===== src/ex1IsaPkg.sv =====
// ISA definitions for the first execute stage: micro-ops, sub-ops, conditions, register IDs
`default_nettype none

package ex1IsaPkg;

	// field widths of the decoded op
	localparam int unsigned UCMD_W = 6;
	localparam int unsigned IXT_W = 6;
	localparam int unsigned COND_W = 2;
	localparam int unsigned REGID_W = 6;

	// one ID space for GPRs and CRs
	typedef logic [REGID_W-1:0] regIdT;

	// opUCmd[5:0]
	typedef enum logic [UCMD_W-1:0] {
		UCMD_NOP = 6'h00,
		UCMD_INVOP,
		UCMD_LEA_MR,
		UCMD_MOV_RM,
		UCMD_MOV_MR,
		UCMD_MOV_RC,
		UCMD_MOV_CR,
		UCMD_MOV_IR,
		UCMD_BRA_NB,
		UCMD_BRA,
		UCMD_BSR,
		UCMD_JMP,
		UCMD_JSR,
		UCMD_ALU3,
		UCMD_MUL3,
		UCMD_OP_IXS,
		UCMD_OP_IXT
	} uCmdE;

	// opUCmd[7:6]
	typedef enum logic [COND_W-1:0] {
		COND_AL = 2'b00,
		COND_NV = 2'b01,
		COND_CT = 2'b10,
		COND_CF = 2'b11
	} condE;

	// sub-ops in opUIxt[5:0]
	typedef enum logic [IXT_W-1:0] {
		IXS_NOP = 6'h00,
		IXS_MOVT,
		IXS_MOVNT,
		IXS_TRAPB
	} ixsE;

	typedef enum logic [IXT_W-1:0] {
		IXT_NOP = 6'h00,
		IXT_SLEEP,
		IXT_BREAK,
		IXT_CLRT,
		IXT_SETT,
		IXT_CLRS,
		IXT_SETS,
		IXT_NOTT,
		IXT_NOTS,
		IXT_RTE,
		IXT_TRAPA,
		IXT_SYSE
	} ixtE;

	// MOV_IR form in opUIxt[3:0]
	typedef enum logic [3:0] {
		MOVIR_LDI = 4'h0,
		MOVIR_LDISH8,
		MOVIR_LDISH16,
		MOVIR_LDISH32,
		MOVIR_JLDIX
	} movIrE;

	// fixed register IDs
	localparam regIdT REG_ZZR = 6'h3F;
	localparam regIdT REG_LR = 6'h1E;
	localparam regIdT REG_DHR = 6'h01;
	localparam regIdT CREG_PC = 6'h00;

endpackage

`default_nettype wire


===== src/ex1MachPkg.sv =====
// machine definitions: data widths, memory bus encodings, SR bits and trap codes
`default_nettype none

package ex1MachPkg;

	localparam int unsigned XLEN = 64;
	localparam int unsigned VALEN = 48;

	// bus op, low 3 bits of LOAD and STORE carry {ixt[2], ixt[5:4]}
	typedef enum logic [4:0] {
		OPM_READY = 5'b00000,
		OPM_LOAD = 5'b01000,
		OPM_STORE = 5'b10000,
		OPM_TRAP = 5'b11000
	} memOpmE;

	// memory reply
	typedef enum logic [1:0] {
		MOK_READY = 2'b00,
		MOK_OK = 2'b01,
		MOK_HOLD = 2'b10
	} memOkE;

	// SR bit positions
	localparam int unsigned SR_T = 0;
	localparam int unsigned SR_S = 1;
	localparam int unsigned SR_JQ = 31;

	// trap codes, low bits filled per op
	localparam logic [15:0] TRAP_RTE = 16'hFF00;
	localparam logic [11:0] TRAP_TRAPA_BASE = 12'hC08;
	localparam logic [3:0] TRAP_SYSE_BASE = 4'hE;

endpackage

`default_nettype wire


===== src/ex1CmdIf.sv =====
// effective command bus from the predicate stage to the execution units
`default_nettype none

interface ex1CmdIf;

	// command after predication
	ex1IsaPkg::uCmdE cmd;
	// sub-op or size field
	logic [ex1IsaPkg::IXT_W-1:0] ixt;
	// destination / immediate register ID
	ex1IsaPkg::regIdT idRm;
	// branch flush from the front end
	logic flush;

	modport source (output cmd, ixt, idRm, flush);
	modport sink (input cmd, ixt, idRm, flush);

endinterface

`default_nettype wire


===== src/ex1Predicate.sv =====
// predicate stage: applies the condition code and flush, drives the effective command
`default_nettype none

module ex1Predicate (
	input logic [8:0] opUCmd,
	input logic [ex1IsaPkg::IXT_W-1:0] opUIxt,
	input ex1IsaPkg::regIdT regIdRm,
	input logic opBraFlush,
	input logic srT,
	ex1CmdIf.source cmdBus,
	output logic [8:0] opUCmdOut
);

	ex1IsaPkg::condE cond;
	ex1IsaPkg::uCmdE rawCmd;
	ex1IsaPkg::uCmdE effCmd;
	logic opEnable;

	assign cond = ex1IsaPkg::condE'(opUCmd[7:6]);
	assign rawCmd = ex1IsaPkg::uCmdE'(opUCmd[5:0]);

	// enable table, flush wins over everything
	always_comb begin
		case (cond)
			ex1IsaPkg::COND_AL: opEnable = 1'b1;
			ex1IsaPkg::COND_NV: opEnable = 1'b0;
			ex1IsaPkg::COND_CT: opEnable = srT;
			default: opEnable = !srT;
		endcase
		if (opBraFlush) begin
			opEnable = 1'b0;
		end
	end

	// disabled BRA still needs resolving against the prediction
	always_comb begin
		effCmd = rawCmd;
		if (!opEnable) begin
			if ((rawCmd == ex1IsaPkg::UCMD_BRA) && !opBraFlush) begin
				effCmd = ex1IsaPkg::UCMD_BRA_NB;
			end else begin
				effCmd = ex1IsaPkg::UCMD_NOP;
			end
		end
	end

	assign cmdBus.cmd = effCmd;
	assign cmdBus.ixt = opUIxt;
	assign cmdBus.idRm = regIdRm;
	assign cmdBus.flush = opBraFlush;

	// later stages see an unconditional op, bit 8 reserved
	assign opUCmdOut = {1'b0, ex1IsaPkg::COND_AL, effCmd};

endmodule

`default_nettype wire


===== src/ex1Agu.sv =====
// address generation: memory address, PC-relative branch target and jump-quadrant flag
`default_nettype none

module ex1Agu (
	input logic clock,
	input logic arstN,
	ex1CmdIf.sink cmdBus,
	input logic [ex1MachPkg::XLEN-1:0] regValRs,
	input logic [ex1MachPkg::XLEN-1:0] regValRt,
	input logic [ex1MachPkg::XLEN-1:0] regValPc,
	input logic srJq,
	output logic [ex1MachPkg::VALEN-1:0] memAddr,
	output logic [ex1MachPkg::VALEN-1:0] braTarget
);

	localparam int unsigned VA = ex1MachPkg::VALEN;

	logic jqFlag;
	logic [VA-1:0] scaledIdx;
	logic [VA-1:0] braSum;

	// SR.JQ sampled, used by next cycle's branch
	always_ff @(posedge clock or negedge arstN) begin
		if (!arstN) begin
			jqFlag <= 1'b0;
		end else begin
			jqFlag <= srJq;
		end
	end

	// index scaled by access size
	assign scaledIdx = regValRt[VA-1:0] << cmdBus.ixt[5:4];
	assign memAddr = regValRs[VA-1:0] + scaledIdx;

	// displacement in 16-bit units
	assign braSum = regValPc[VA-1:0] + {regValRt[VA-2:0], 1'b0};

	always_comb begin
		braTarget = braSum;
		// without JQ the branch stays in the PC's quadrant
		if (!jqFlag) begin
			braTarget[VA-1:32] = regValPc[VA-1:32];
		end
	end

endmodule

`default_nettype wire


===== src/ex1BranchUnit.sv =====
// branch unit: resolves branches against the prediction, selects target, writes LR
`default_nettype none

module ex1BranchUnit (
	ex1CmdIf.sink cmdBus,
	input ex1IsaPkg::regIdT regIdRs,
	input logic [ex1MachPkg::XLEN-1:0] regValRs,
	input logic [ex1MachPkg::XLEN-1:0] regValPc,
	input logic [ex1MachPkg::XLEN-1:0] regInLr,
	input logic [1:0] opPreBra,
	input logic [ex1MachPkg::VALEN-1:0] braTarget,
	output logic doBra,
	output logic [ex1MachPkg::XLEN-1:0] braVal,
	output logic [ex1MachPkg::XLEN-1:0] regOutLr
);

	// prediction codes: 0 not taken, 1 taken
	logic predNotTaken;
	logic predTaken;

	assign predNotTaken = (opPreBra == 2'b00);
	assign predTaken = (opPreBra == 2'b01);

	always_comb begin
		doBra = 1'b0;
		braVal = {regValPc[63:48], braTarget};
		regOutLr = regInLr;

		case (cmdBus.cmd)
			// predicted taken but not taken, go back to the fall-through PC
			ex1IsaPkg::UCMD_BRA_NB: begin
				braVal = regValPc;
				doBra = !predNotTaken;
			end
			ex1IsaPkg::UCMD_BRA: begin
				doBra = !predTaken;
			end
			ex1IsaPkg::UCMD_BSR: begin
				doBra = !predTaken;
				regOutLr = regValPc;
			end
			ex1IsaPkg::UCMD_JMP: begin
				braVal = {regValPc[63:48], regValRs[47:0]};
				// LR and DHR hold full 64-bit return addresses
				if ((regIdRs == ex1IsaPkg::REG_LR) || (regIdRs == ex1IsaPkg::REG_DHR)) begin
					braVal[63:48] = regValRs[63:48];
				end
				doBra = !predTaken;
			end
			// register call is never predicted
			ex1IsaPkg::UCMD_JSR: begin
				braVal = {regValPc[63:48], regValRs[47:0]};
				doBra = 1'b1;
				regOutLr = regValPc;
			end
			default: begin
			end
		endcase
	end

endmodule

`default_nettype wire


===== src/ex1SysUnit.sv =====
// system unit: SR flag ops, trap codes and stall causes
`default_nettype none

module ex1SysUnit (
	ex1CmdIf.sink cmdBus,
	input logic [ex1MachPkg::XLEN-1:0] regInSr,
	input logic [ex1MachPkg::XLEN-1:0] regInDlr,
	input logic [15:0] regInExc,
	input logic memStall,
	output logic [ex1MachPkg::XLEN-1:0] regOutSr,
	output logic [15:0] exTrapExc,
	output logic stall
);

	// unhandled op or BREAK, before the memory stall is merged
	logic opStall;

	always_comb begin
		regOutSr = regInSr;
		exTrapExc = '0;
		opStall = 1'b0;

		case (cmdBus.cmd)
			ex1IsaPkg::UCMD_NOP, ex1IsaPkg::UCMD_LEA_MR, ex1IsaPkg::UCMD_MOV_RM,
			ex1IsaPkg::UCMD_MOV_MR, ex1IsaPkg::UCMD_MOV_RC, ex1IsaPkg::UCMD_MOV_CR,
			ex1IsaPkg::UCMD_MOV_IR, ex1IsaPkg::UCMD_BRA_NB, ex1IsaPkg::UCMD_BRA,
			ex1IsaPkg::UCMD_BSR, ex1IsaPkg::UCMD_JMP, ex1IsaPkg::UCMD_JSR,
			ex1IsaPkg::UCMD_ALU3, ex1IsaPkg::UCMD_MUL3: begin
			end

			ex1IsaPkg::UCMD_OP_IXS: begin
				// IXS work is done in the other units
				case (cmdBus.ixt)
					ex1IsaPkg::IXS_NOP, ex1IsaPkg::IXS_MOVT,
					ex1IsaPkg::IXS_MOVNT, ex1IsaPkg::IXS_TRAPB: begin
					end
					default: opStall = 1'b1;
				endcase
			end

			ex1IsaPkg::UCMD_OP_IXT: begin
				case (cmdBus.ixt)
					ex1IsaPkg::IXT_NOP, ex1IsaPkg::IXT_SLEEP: begin
					end
					// debugger may let BREAK through
					ex1IsaPkg::IXT_BREAK: opStall = !regInExc[15];
					ex1IsaPkg::IXT_CLRT: regOutSr[ex1MachPkg::SR_T] = 1'b0;
					ex1IsaPkg::IXT_SETT: regOutSr[ex1MachPkg::SR_T] = 1'b1;
					ex1IsaPkg::IXT_CLRS: regOutSr[ex1MachPkg::SR_S] = 1'b0;
					ex1IsaPkg::IXT_SETS: regOutSr[ex1MachPkg::SR_S] = 1'b1;
					ex1IsaPkg::IXT_NOTT: regOutSr[ex1MachPkg::SR_T] = !regInSr[ex1MachPkg::SR_T];
					ex1IsaPkg::IXT_NOTS: regOutSr[ex1MachPkg::SR_S] = !regInSr[ex1MachPkg::SR_S];
					ex1IsaPkg::IXT_RTE: exTrapExc = ex1MachPkg::TRAP_RTE;
					// trap number from the Rm field
					ex1IsaPkg::IXT_TRAPA: begin
						exTrapExc = {ex1MachPkg::TRAP_TRAPA_BASE, cmdBus.idRm[3:0]};
					end
					// syscall number from DLR
					ex1IsaPkg::IXT_SYSE: begin
						exTrapExc = {ex1MachPkg::TRAP_SYSE_BASE, regInDlr[11:0]};
					end
					default: opStall = 1'b1;
				endcase
			end

			// INVOP and anything the decoder should not emit
			default: opStall = 1'b1;
		endcase
	end

	assign stall = opStall || memStall;

endmodule

`default_nettype wire


===== src/ex1MemIssue.sv =====
// memory issue: starts loads, stores and the trap bus op, flags a held reply
`default_nettype none

module ex1MemIssue (
	ex1CmdIf.sink cmdBus,
	input logic [ex1MachPkg::VALEN-1:0] memAddrIn,
	input logic [ex1MachPkg::XLEN-1:0] regValRm,
	input ex1MachPkg::memOkE memDataOK,
	output logic [ex1MachPkg::VALEN-1:0] memAddr,
	output ex1MachPkg::memOpmE memOpm,
	output logic [ex1MachPkg::XLEN-1:0] memDataOut,
	output logic memStall
);

	// {unsigned, size}
	logic [2:0] sizeBits;

	assign sizeBits = {cmdBus.ixt[2], cmdBus.ixt[5:4]};

	always_comb begin
		memOpm = ex1MachPkg::OPM_READY;
		case (cmdBus.cmd)
			ex1IsaPkg::UCMD_MOV_RM: begin
				memOpm = ex1MachPkg::memOpmE'(ex1MachPkg::OPM_STORE | {2'b00, sizeBits});
			end
			ex1IsaPkg::UCMD_MOV_MR: begin
				memOpm = ex1MachPkg::memOpmE'(ex1MachPkg::OPM_LOAD | {2'b00, sizeBits});
			end
			ex1IsaPkg::UCMD_OP_IXS: begin
				if (cmdBus.ixt == ex1IsaPkg::IXS_TRAPB) begin
					memOpm = ex1MachPkg::OPM_TRAP;
				end
			end
			default: begin
			end
		endcase
	end

	assign memAddr = memAddrIn;
	assign memDataOut = regValRm;
	// EX2 finishes the access, only the issue cycle waits here
	assign memStall = (memOpm != ex1MachPkg::OPM_READY) && (memDataOK == ex1MachPkg::MOK_HOLD);

endmodule

`default_nettype wire


===== src/ex1ResultSelect.sv =====
// result select: destination values, CR write merge, held marking and flush squash
`default_nettype none

module ex1ResultSelect (
	ex1CmdIf.sink cmdBus,
	input logic [ex1MachPkg::XLEN-1:0] regValRs,
	input logic [ex1MachPkg::XLEN-1:0] regValRt,
	input logic [ex1MachPkg::XLEN-1:0] regValCRm,
	input logic [ex1MachPkg::VALEN-1:0] memAddrIn,
	input logic srT,
	input logic doBra,
	input logic [ex1MachPkg::XLEN-1:0] braVal,
	output ex1IsaPkg::regIdT regIdRn1,
	output logic [ex1MachPkg::XLEN-1:0] regValRn1,
	output ex1IsaPkg::regIdT regIdCn1,
	output logic [ex1MachPkg::XLEN-1:0] regValCn1,
	output ex1IsaPkg::regIdT heldIdRn1,
	output logic held
);

	logic rn1Write;
	logic cn1Write;

	always_comb begin
		rn1Write = 1'b1;
		cn1Write = 1'b0;
		held = 1'b0;
		regValRn1 = regValRt;

		case (cmdBus.cmd)
			ex1IsaPkg::UCMD_LEA_MR: regValRn1 = {16'h0000, memAddrIn};
			// shift-in forms build wide constants in pieces
			ex1IsaPkg::UCMD_MOV_IR: begin
				case (cmdBus.ixt[3:0])
					ex1IsaPkg::MOVIR_LDISH8: regValRn1 = {regValRs[55:0], regValRt[7:0]};
					ex1IsaPkg::MOVIR_LDISH16: regValRn1 = {regValRs[47:0], regValRt[15:0]};
					ex1IsaPkg::MOVIR_LDISH32: regValRn1 = {regValRs[31:0], regValRt[31:0]};
					default: regValRn1 = regValRt;
				endcase
			end
			ex1IsaPkg::UCMD_MOV_CR: regValRn1 = regValCRm;
			// GPR copy goes out on both ports
			ex1IsaPkg::UCMD_MOV_RC: begin
				regValRn1 = regValRs;
				cn1Write = 1'b1;
			end
			ex1IsaPkg::UCMD_OP_IXS: begin
				rn1Write = 1'b0;
				if (cmdBus.ixt == ex1IsaPkg::IXS_MOVT) begin
					regValRn1 = {63'd0, srT};
					rn1Write = 1'b1;
				end else if (cmdBus.ixt == ex1IsaPkg::IXS_MOVNT) begin
					regValRn1 = {63'd0, !srT};
					rn1Write = 1'b1;
				end
			end
			// result arrives in a later stage
			ex1IsaPkg::UCMD_MOV_MR, ex1IsaPkg::UCMD_ALU3, ex1IsaPkg::UCMD_MUL3: begin
				rn1Write = 1'b0;
				held = 1'b1;
			end
			default: rn1Write = 1'b0;
		endcase
	end

	assign regValCn1 = doBra ? braVal : regValRs;

	always_comb begin
		regIdRn1 = rn1Write ? cmdBus.idRm : ex1IsaPkg::REG_ZZR;
		regIdCn1 = ex1IsaPkg::REG_ZZR;
		if (doBra) begin
			regIdCn1 = ex1IsaPkg::CREG_PC;
		end else if (cn1Write) begin
			regIdCn1 = cmdBus.idRm;
		end
		// nothing retires from a flushed slot
		if (cmdBus.flush) begin
			regIdRn1 = ex1IsaPkg::REG_ZZR;
			regIdCn1 = ex1IsaPkg::REG_ZZR;
		end
	end

	assign heldIdRn1 = held ? cmdBus.idRm : ex1IsaPkg::REG_ZZR;

endmodule

`default_nettype wire


===== src/ex1Stage.sv =====
// first execute stage top level: predicate, AGU, branch, system, memory issue and result units
`default_nettype none

module ex1Stage (
	input logic clock,
	input logic arstN,
	input logic [8:0] opUCmd,
	input logic [8:0] opUIxt,
	input logic opBraFlush,
	input logic [1:0] opPreBra,
	input ex1IsaPkg::regIdT regIdRs,
	input ex1IsaPkg::regIdT regIdRm,
	input logic [ex1MachPkg::XLEN-1:0] regValRs,
	input logic [ex1MachPkg::XLEN-1:0] regValRt,
	input logic [ex1MachPkg::XLEN-1:0] regValRm,
	input logic [ex1MachPkg::XLEN-1:0] regValCRm,
	input logic [ex1MachPkg::XLEN-1:0] regValPc,
	input logic [ex1MachPkg::XLEN-1:0] regInSr,
	input logic [ex1MachPkg::XLEN-1:0] regInLr,
	input logic [ex1MachPkg::XLEN-1:0] regInDlr,
	input logic [15:0] regInExc,
	input ex1MachPkg::memOkE memDataOK,
	output logic [1:0] exHold,
	output logic [15:0] exTrapExc,
	output logic [8:0] opUCmdOut,
	output ex1IsaPkg::regIdT regIdRn1,
	output logic [ex1MachPkg::XLEN-1:0] regValRn1,
	output ex1IsaPkg::regIdT regIdCn1,
	output logic [ex1MachPkg::XLEN-1:0] regValCn1,
	output ex1IsaPkg::regIdT heldIdRn1,
	output logic [ex1MachPkg::XLEN-1:0] regOutLr,
	output logic [ex1MachPkg::XLEN-1:0] regOutSr,
	output logic [ex1MachPkg::VALEN-1:0] memAddr,
	output ex1MachPkg::memOpmE memOpm,
	output logic [ex1MachPkg::XLEN-1:0] memDataOut
);

	logic [ex1MachPkg::VALEN-1:0] aguAddr;
	logic [ex1MachPkg::VALEN-1:0] braTarget;
	logic [ex1MachPkg::XLEN-1:0] braVal;
	logic doBra;
	logic memStall;

	ex1CmdIf cmdBus ();

	// opUIxt[8:6] reserved
	ex1Predicate uPred (
		.opUCmd(opUCmd), .opUIxt(opUIxt[5:0]), .regIdRm(regIdRm),
		.opBraFlush(opBraFlush), .srT(regInSr[ex1MachPkg::SR_T]),
		.cmdBus(cmdBus.source), .opUCmdOut(opUCmdOut)
	);

	ex1Agu uAgu (
		.clock(clock), .arstN(arstN), .cmdBus(cmdBus.sink),
		.regValRs(regValRs), .regValRt(regValRt), .regValPc(regValPc),
		.srJq(regInSr[ex1MachPkg::SR_JQ]), .memAddr(aguAddr), .braTarget(braTarget)
	);

	ex1BranchUnit uBra (
		.cmdBus(cmdBus.sink), .regIdRs(regIdRs), .regValRs(regValRs),
		.regValPc(regValPc), .regInLr(regInLr), .opPreBra(opPreBra),
		.braTarget(braTarget), .doBra(doBra), .braVal(braVal), .regOutLr(regOutLr)
	);

	// exHold[0] is the stall level
	ex1SysUnit uSys (
		.cmdBus(cmdBus.sink), .regInSr(regInSr), .regInDlr(regInDlr),
		.regInExc(regInExc), .memStall(memStall), .regOutSr(regOutSr),
		.exTrapExc(exTrapExc), .stall(exHold[0])
	);

	ex1MemIssue uMem (
		.cmdBus(cmdBus.sink), .memAddrIn(aguAddr), .regValRm(regValRm),
		.memDataOK(memDataOK), .memAddr(memAddr), .memOpm(memOpm),
		.memDataOut(memDataOut), .memStall(memStall)
	);

	// exHold[1] marks a held destination
	ex1ResultSelect uRes (
		.cmdBus(cmdBus.sink), .regValRs(regValRs), .regValRt(regValRt),
		.regValCRm(regValCRm), .memAddrIn(aguAddr), .srT(regInSr[ex1MachPkg::SR_T]),
		.doBra(doBra), .braVal(braVal), .regIdRn1(regIdRn1), .regValRn1(regValRn1),
		.regIdCn1(regIdCn1), .regValCn1(regValCn1), .heldIdRn1(heldIdRn1),
		.held(exHold[1])
	);

endmodule

`default_nettype wire


===== config.mk =====
export PLATFORM = sky130hd
export DESIGN_NAME = ex1Stage
export DESIGN_NICKNAME = d
export VERILOG_FILES = /design/src/ex1IsaPkg.sv /design/src/ex1MachPkg.sv /design/src/ex1CmdIf.sv /design/src/ex1Predicate.sv /design/src/ex1Agu.sv /design/src/ex1BranchUnit.sv /design/src/ex1SysUnit.sv /design/src/ex1MemIssue.sv /design/src/ex1ResultSelect.sv /design/src/ex1Stage.sv
export SDC_FILE = /design/constraint.sdc
export NUM_CORES = 1
export LEC_CHECK = 0
export BUFFER_PORTS_ARGS = -buffer_cell sky130_fd_sc_hd__buf_2
export CAP_MARGIN = 25
export CORE_AREA = 2 2 387 389
export CTS_CLUSTER_SIZE = 8
export DETAILED_ROUTE_END_ITERATION = 12
export DIE_AREA = 0 0 389 391
export PLACE_DENSITY = 0.3
export SLEW_MARGIN = 20
export SYNTH_ARGS = -nofsm -noshare
export SYNTH_HDL_FRONTEND = slang
export SYNTH_SLANG_ARGS = --single-unit

===== constraint.sdc =====
create_clock -name clock -period 8.3 [get_ports clock]
set_clock_uncertainty 0.15 [all_clocks]
set_input_delay 0.415 -clock clock [delete_from_list [all_inputs] [get_ports clock]]
set_output_delay 0.415 -clock clock [all_outputs]
set_load 0.02 [all_outputs]

==> results.md, run 1 <==
* Sw Pwr at 1.01 mW
* Crit-path slowest cell: o21ai_1
* Arrival time at the worst endpoint at about 5.5 ns
* DR iter-0 viols at 1282
* Number of global-route vias before repair at between 15000 and 20000
* # rows at between 100 and 150
* Post-CTS sizing at 0
* DRC at 0
* Biggest regs: uAgu.jqFlag: 1 flops
* Area contributors post-synth: ha_1 9.0%, buf_4 7.6%, mux2_2 7.6%
* Dpl cells at around 4200
* I/O Buffers at 658
* Pre-Repair DR Iteration Count at 7
* CP max stage delay at 0.76 ns
* Count leader, synth: nand2_1
* Starting Density at 0.0872
* Sw Ratio at 0.669
* Status: completed
* Count of non-filler cells in the finished layout at roughly 4200
* Fillers at 17500
* Static leakage power at approximately 7.6 nW
* CP Class: input pin to output port
* Crit path cell chain: buf_4 > nor2_1 > and2_1 > ha_1 > fa_1 > a21o_1 > a21oi_1 > o21a_1 > o21ai_0 > buf_4 > a31o_2 > a21oi_1 > nor3_1 > o21ai_1 > a2111oi_0 > a211o_1 > buf_2
* Clk pwr share at 0
* Setup-failing EPs final at 0
* Synth unique cells at 80
* RSZ-0062 raised after global routing: false
* Die ar. at 152000 um2
* Die height at 391 um
* Period minus WS final at 6.09 ns
* CP endpoint kind: output port
* P_int at between 400 and 500 uW
* DP Wirelength at 110000 um
* Sequential Power Share at 0.004
* Total track usage at 0.159
* Mapped Area at roughly 13000 um2
* Area growth from synthesis to layout at 35.7%
* Post-Syn Instances at 1856
* Maximum VDD drop at 23.7 uV
* Largest register by flop count: uAgu.jqFlag
* Global-route wire length before repair at 165000 um
* Async SR Flop Fraction at 1.00
* Wire per inst at roughly 30 um
* Die width at 389 um
* Register bit total from synthesis at 1
* CP delay by family, top: compound AO/OA/AOI/OAI gates
* Leading area contributor after synthesis: ha_1
* Worst slew margin at 0.306
* Core Region at between 100000 and 150000 um2
* Max-cap violations at 0
* # nets final at 2952
* EDFF count, synth at 0
* Post-Syn Area per Cell at 6.98 um2
* Largest net degree at the start of global routing at between 60 and 70
* Hold Crit Class: input pin to asynchronous set/reset pin
* Postcts setup bufs at 0
* Hold Vio Cnt, Final at 0
* Period Utilization, post-route at 0.733
* GP Congestion at 0.827
* Via Count at 17100
* GR Overflow Total at 0
* # IOs at 983
* Yosys top cell area share at 0.0898
* Main flop type after synthesis: dfrtp_1
* Worst-Margin Slew at 1.02 ns
* Setup_tns at 0 ns
* Worst Path Max Fanout at 28
* Initial antenna violation count at 100
* Final slew viol count at 0
* Worst path bufs/invs at 3
* Layout cell share with drive strength beyond 1 at 0.382
* Required time of the worst setup path at 7.74 ns
* Highest clock rate at 164 MHz
* Seq/Total Area, Yosys at 0.00193
* Total length of routed wires at roughly 130000 um
* Vias per inst at 4.03
* CTS Hold Bufs at 0
* Top cells by count, synth: 199 x nand2_1, 178 x a21oi_1, 133 x o21ai_0
* Comb power frac at 0.996
* Number of flip-flops in the largest register at 1
* Clock-pin slew on the worst setup and hold paths at 0 ns
* Synth warnings at 0
* CP startpoint kind: input pin
* Power density cells at 85.7 nW/um2
* DRT antenna net count at 0
through the flow:
| stage | total power, mW | instance area (um2) | setup WS (ns) | hold WS [ns] | utilization |
|---|---|---|---|---|---|
| 3_5_place_dp | 1.53 | 17600 | 2.13 | 0.0460 | 0.118 |
| 2_1_floorplan | 0.925 | 13000 | 3.16 | -0.0306 | - |
| 5_1_grt | 1.64 | 17600 | 1.88 | 0.0491 | 0.118 |
| 3_3_place_gp | 1.54 | 17500 | 2.17 | 0.0434 | 0.118 |
| 6_report | 1.51 | 17600 | 2.21 | 0.0441 | 0.118 |
| 4_1_cts | 1.54 | 17600 | 2.12 | 0.0450 | 0.118 |
area by class of cell:
class	count	area, um2	share of cell area
Antenna cell	14	35.0	0.00199
Inverter	40	150	0.00854
Multi-Input combinational cell	1557	11400	0.648
Sequential cell	1	25.0	0.00142
Tap cell	1944	2430	0.138
Timing Repair Buffer	692	3550	0.202
path summary, 6_finish.rpt:
path | startpoint | end | slack, ns | cells after the start
max in group asynchronous | arstN | uAgu.jqFlag | 7.87 | 1
max | opUIxt[4] | regValRn1[44] | 2.21 | 17
min in group clock | regInSr[31] | uAgu.jqFlag | 0.39 | 1
min | arstN | uAgu.jqFlag | 0.04 | 1
power by group through the flow:
stage / Combinational, mW / Sequential, mW / Clock, mW
2_1_floorplan: 0.919 / 0.00550 / 0
3_3_place_gp: 1.53 / 0.00612 / 0
3_5_place_dp: 1.53 / 0.00606 / 0
4_1_cts: 1.54 / 0.00610 / 0
5_1_grt: 1.63 / 0.00612 / 0.0000000650
6_report: 1.50 / 0.00614 / 0.000000230
layer usage:
metal,vias up,GRT usage,wire (um),part of all wire
met5,-,0,594,0.0047
met4,100,0.0299,3170,0.025
met3,247,0.0600,12400,0.097
met2,688,0.281,61900,0.49
met1,8317,0.182,49400,0.39
li1,7788,-,-,-
cells in the final DEF, fill, tap and decap left out, types with 17 or more instances in the layout:
master	synthesis	final
nand3_1	47	47
o21ai_0	133	131
nor3_1	21	18
a31oi_1	20	20
ha_1	93	93
a21oi_1	178	178
xor2_1	36	36
xnor2_1	53	53
a22oi_1	84	84
and3_1	18	18
a221oi_1	29	28
nand2_1	199	199
a221o_1	17	17
mux2_2	88	88
buf_2	10	656
nor2_1	111	109
inv_1	39	39
nand2b_1	27	27
o21bai_1	22	22
buf_4	132	36
mux4_2	43	43
nand4_1	22	22
mux2i_1	29	29
a21o_1	67	67
kinds of logic (layout without fill, tap and decap cells):
family | after synthesis | in the layout | synth area share
flops | 1 | 1 | 0.00193
mux | 160 | 160 | 0.174
fa+ha+maj | 96 | 96 | 0.0937
compound gates | 678 | 678 | 0.349
xor+xnor | 89 | 89 | 0.0602
buf+inv | 300 | 732 | 0.126
other cells | 1 | 17 | 0.000289
simple gates | 531 | 531 | 0.195
No activity file was read; power rests on OpenSTA's default activity.
==> inputs of run 2 (changes only) <==
- CORE_AREA: 2 2 387 389 -> 2 2 379 381
- DIE_AREA: 0 0 389 391 -> 0 0 381 383
- PLACE_DENSITY: 0.3 -> 0.31
- clock period: 8.3 -> 4.9 ns (I/O delays scaled with it)
==> run 2 against run 1 <==
Critical path depth did not move. Core utilization rose by 0.89 points. Highest routed layer unchanged. Combinational power rose by 78%. Sequential cell count did not move. Critical path type unchanged.
==> results.md, run 2 (synthesis results as in run 1) <==
* DRT antenna net count at 0
* Final worst setup slack at ~0.27 ns
* Core Region at approximately 140000 um2
* Number of global-route vias before repair at 17100
* Wire per inst at between 20 and 30 um
* Most common cell after layout, fill and taps aside: buf_2
* DP Wirelength at 111000 um
* Arrival time at the worst endpoint at approximately 4.2 ns
* Required time of the worst setup path at 4.51 ns
* CP endpoint kind: output port
* Maximum VDD drop at 45.6 uV
* # rows at ~140
* DRC at 0
* RSZ-0062 raised after global routing: false
* CP Class: input pin to output port
* Pre-Repair DR Iteration Count at 6
* GP Congestion at 0.858
* Worst hold start: regInSr[31]
* Commonest cells after routing, fill and taps aside: 653 x buf_2, 199 x nand2_1, 177 x a21oi_1
* Worst-Margin Slew at 0.970 ns
* Status: completed
* CP startpoint kind: input pin
* DR iter-0 viols at 1238
* # nets final at 3013
* Area growth from synthesis to layout at 39.8%
* Hold Crit Class: input pin to register
* Highest clock rate at 216 MHz
* Dpl cell area at 18000 um2
* Max-cap violations at 0
* Min Hold Slack at 0.229 ns
* Total length of routed wires at 126000 um
* Layout cell share with drive strength beyond 1 at 0.400
* Largest net degree at the start of global routing at between 60 and 70
* # IOs at 983
* Worst Hold Depth at 1
* Final slew viol count at 0
* Starting Density at 0.0911
* Final instance area at between 15000 and 20000 um2
* Die width at ~380 um
* Static leakage power at just under 8 nW
* Die height at 383 um
* Setup-failing EPs final at 0
* Worst slew margin at 0.353
* Global-route wire length before repair at 164000 um
* Clock-pin slew on the worst setup and hold paths at 0 ns
* Hold Vio Cnt, Final at 0
* GR Overflow Total at 0
* Setup_tns at 0 ns
* Place WS at -0.00150 ns
* Tot Pwr at 2.68 mW
* Via Count at 17500
* Power density cells at approximately 150 nW/um2
* Largest register by flop count: uAgu.jqFlag
* Biggest regs: uAgu.jqFlag: 1 flops
* Postcts setup bufs at 0
* Total track usage at 0.164
* Number of flip-flops in the largest register at 1
* Hold Path End: uAgu.jqFlag
* I/O Buffers at about 660
* Die ar. at 146000 um2
* Vias per inst at about 4
* Period minus WS final at 4.63 ns
* Worst Path Max Fanout at 27
* Period Utilization, post-route at 0.945
* Initial antenna violation count at 90
run 2: cell count changes in the layout (fill, tap and decap cells not counted), moves of 2 or more:
cell      previous run  this run
nor2_2               1         3
a221oi_2             0         2
buf_2              656       653
buf_4               36        90
buf_6                0         3
buf_12               0         6
run 2: power by group:
group	total [mW]	internal, mW	switching, mW
registers	0.0105	0.00881	0.00168
clock network	0.000000360	0.000000360	0
logic	2.67	0.920	1.75
run 2: worst max path at each step:
stage                     startpoint            end  slack (ns)
after global routing       opUIxt[4]    memAddr[46]        0.02
after detailed placement   opUIxt[5]    memAddr[42]      -0.002
final                      opUIxt[5]    memAddr[45]        0.27
after CTS                  opUIxt[5]  regValRn1[47]        0.06
after floorplan            opUIxt[4]  regValRn1[47]        0.10
after global placement     opUIxt[5]    memAddr[42]        0.02
run 2: critical path, stage by stage:
cell and delay [ns]:
buf_2 0.23, buf_6 0.29, mux4_2 0.34, ha_1 0.46, nand2_1 0.17, o21ai_0 0.34, a21oi_1 0.14, o21a_1 0.19
o21ai_0 0.26, a31oi_2 0.15, o211ai_1 0.22, buf_4 0.16, o221ai_1 0.15, buf_4 0.21, o21ai_0 0.23, xor2_1 0.22
buf_2 0.21
run 2: through the flow:
step,util,instances
final,0.127,4269
after global routing,0.127,4259
after CTS,0.127,4254
after detailed placement,0.127,4253
after global placement,0.127,4252
after floorplan,-,1858
run 2: area by class of cell:
class | count | area (um2)
inverter | 40 | 150
fill | 16800 | 124000
sequential | 1 | 25.0
multi-input combinational | 1557 | 11400
tap | 1903 | 2380
timing repair buffer | 753 | 4110
antenna | 15 | 37.5
run 2: repair_timing:
action | CTS | global route
setup endpoints to repair | 1 | 15
gates resized for setup | 1 | 9
hold endpoints to repair | 1 | 0
hold buffers | 1 | 0
run 2: per-layer routing:
metal  global-route usage  wire, um
met5                    0       496
met4               0.0299      2920
met3               0.0591     11900
met2                0.287     61000
met1                0.193     50000
==> inputs of run 3 (changes only) <==
- GPL_TIMING_DRIVEN: not set -> 0
- MAX_ROUTING_LAYER: not set -> met4
- SLEW_MARGIN: 20 -> not set
==> run 3 against run 2 <==
Maximum frequency down 1.6%. Setup slack worse by 0.073 ns. Combinational power up 6%. Sequential cell count unchanged. Core utilization up 1.2 points. Highest routed layer is now met4. Worst hold slack worse by 0.0038 ns. Largest cell class unchanged.
==> results.md, run 3 (synthesis results as in run 1) <==
* Status: completed
* CP startpoint kind: input pin
* Max-cap violations at 0
* Fin util at 0.139
* DRT antenna net count at 0
* Highest clock rate at approximately 210 MHz
* GR Overflow Total at 0
* RSZ-0062 raised after global routing: false
* Total length of routed wires at 134000 um
* Period Utilization, post-route at 0.960
* Vias per inst at 4.04
* Pre-Repair DR Iteration Count at 6
* CP endpoint kind: output port
* Power density cells at approximately 140 nW/um2
* DRC at 0
* DP Wirelength at 120000 um
* Layout cell share with drive strength beyond 1 at 0.432
* Number of flip-flops in the largest register at 1
* Die height at 383 um
* Dpl cell area at 19500 um2
* Initial antenna violation count at 104
* Required time of the worst setup path at between 4 and 5 ns
* Count of non-filler cells in the finished layout at 4615
* Final worst setup slack at 0.196 ns
* Wire per inst at around 29 um
* Fillers at about 17000
* Via Count at 18600
* # rows at 139
* Final instance area at about 20000 um2
* Die ar. at between 100000 and 150000 um2
* Starting Density at 0.0911
* # nets final at 3314
* Die width at 381 um
* Min Hold Slack at 0.225 ns
* Core Region at 142000 um2
* Place WS at -1.64 ns
* Tot Pwr at 2.83 mW
* Area growth from synthesis to layout at 52.7%
* Most common cell after layout, fill and taps aside: buf_2
* Largest net degree at the start of global routing at 11
* Number of global-route vias before repair at 18000
* Dpl cells at 4553
* Biggest regs: uAgu.jqFlag: 1 flops
* Largest register by flop count: uAgu.jqFlag
* DR iter-0 viols at around 1400
* Commonest cells after routing, fill and taps aside: 789 x buf_2, 199 x nand2_1, 173 x a21oi_1
* Global-route wire length before repair at roughly 170000 um
* Clock-pin slew on the worst setup and hold paths at 0 ns
* GP Congestion at approximately 0.85
* Arrival time at the worst endpoint at 4.31 ns
* Maximum VDD drop at 54.4 uV
* Hold Vio Cnt, Final at 0
* Setup_tns at 0 ns
* Static leakage power at between 8 and 9 nW
* # IOs at 983
* Period minus WS final at roughly 4.7 ns
* Worst Path Max Fanout at 7
* I/O Buffers at 779
* Hold Crit Class: input pin to register
* Worst slew margin at 0.286
* Final slew viol count at 0
* CP Class: input pin to output port
* Setup-failing EPs final at 0
* Total track usage at 0.178
* Worst-Margin Slew at 1.07 ns
[run 3: changes by cell type in the layout (fill, tap and decap cells not counted), moves of 3 or more]
cell / previous run / this run
buf_8: 0 / 5
a21oi_1: 177 / 173
buf_1: 0 / 11
a21oi_2: 3 / 7
clkbuf_4: 0 / 3
buf_4: 90 / 137
clkbuf_1: 0 / 89
diode_2: 15 / 60
clkbuf_2: 0 / 10
buf_12: 6 / 0
buf_2: 653 / 789
[run 3: critical path, stage by stage]
cell and delay (ns):
clkbuf_4 0.23, nor2_1 0.37, and2_1 0.19, ha_1 0.33, a21oi_1 0.15, nand4b_1 0.26
a21oi_2 0.28, o2111ai_2 0.19, a2111o_1 0.53, nand2_1 0.22, a21boi_0 0.19, o21ai_1 0.32
a21oi_1 0.17, a311o_1 0.42, buf_2 0.20
[run 3: path summary, 6_finish.rpt]
path	start	endpoint	depth (start not counted)
max	opUIxt[5]	regValRn1[31]	15
min	regInSr[31]	uAgu.jqFlag	1
max in group asynchronous	arstN	uAgu.jqFlag	2
min in group asynchronous	arstN	uAgu.jqFlag	2
[run 3: area by class of cell]
cell class,count,area (um2),share of cell area
Buffer,260,1540,0.0781
Antenna cell,60,150,0.00759
Multi-Input combinational cell,1557,11400,0.578
Tap cell,1903,2380,0.120
Inverter,40,150,0.00759
Sequential cell,1,25.0,0.00127
Timing Repair Buffer,794,4090,0.207
[run 3: power by group]
part / internal [mW] / switching (mW)
Combinational: 0.944 / 1.88
Clock: 0.00000162 / 0
Sequential: 0.00881 / 0.00168
[run 3: repair_timing]
item	4_1_cts	5_1_grt
gates cloned	0	0
hold endpoints to repair	1	0
setup buffers	1	0
pin swaps	1	0
resized for setup	35	19
hold buffers	1	0
setup endpoints to repair	79	43
[run 3: routing by layer]
metal	track usage	part of all wire	up-vias
li1	-	-	8568
met1	0.198	0.39	9142
met2	0.318	0.50	828
met3	0.0624	0.097	106
met4	0.0148	0.014	0
met5	-	0	-
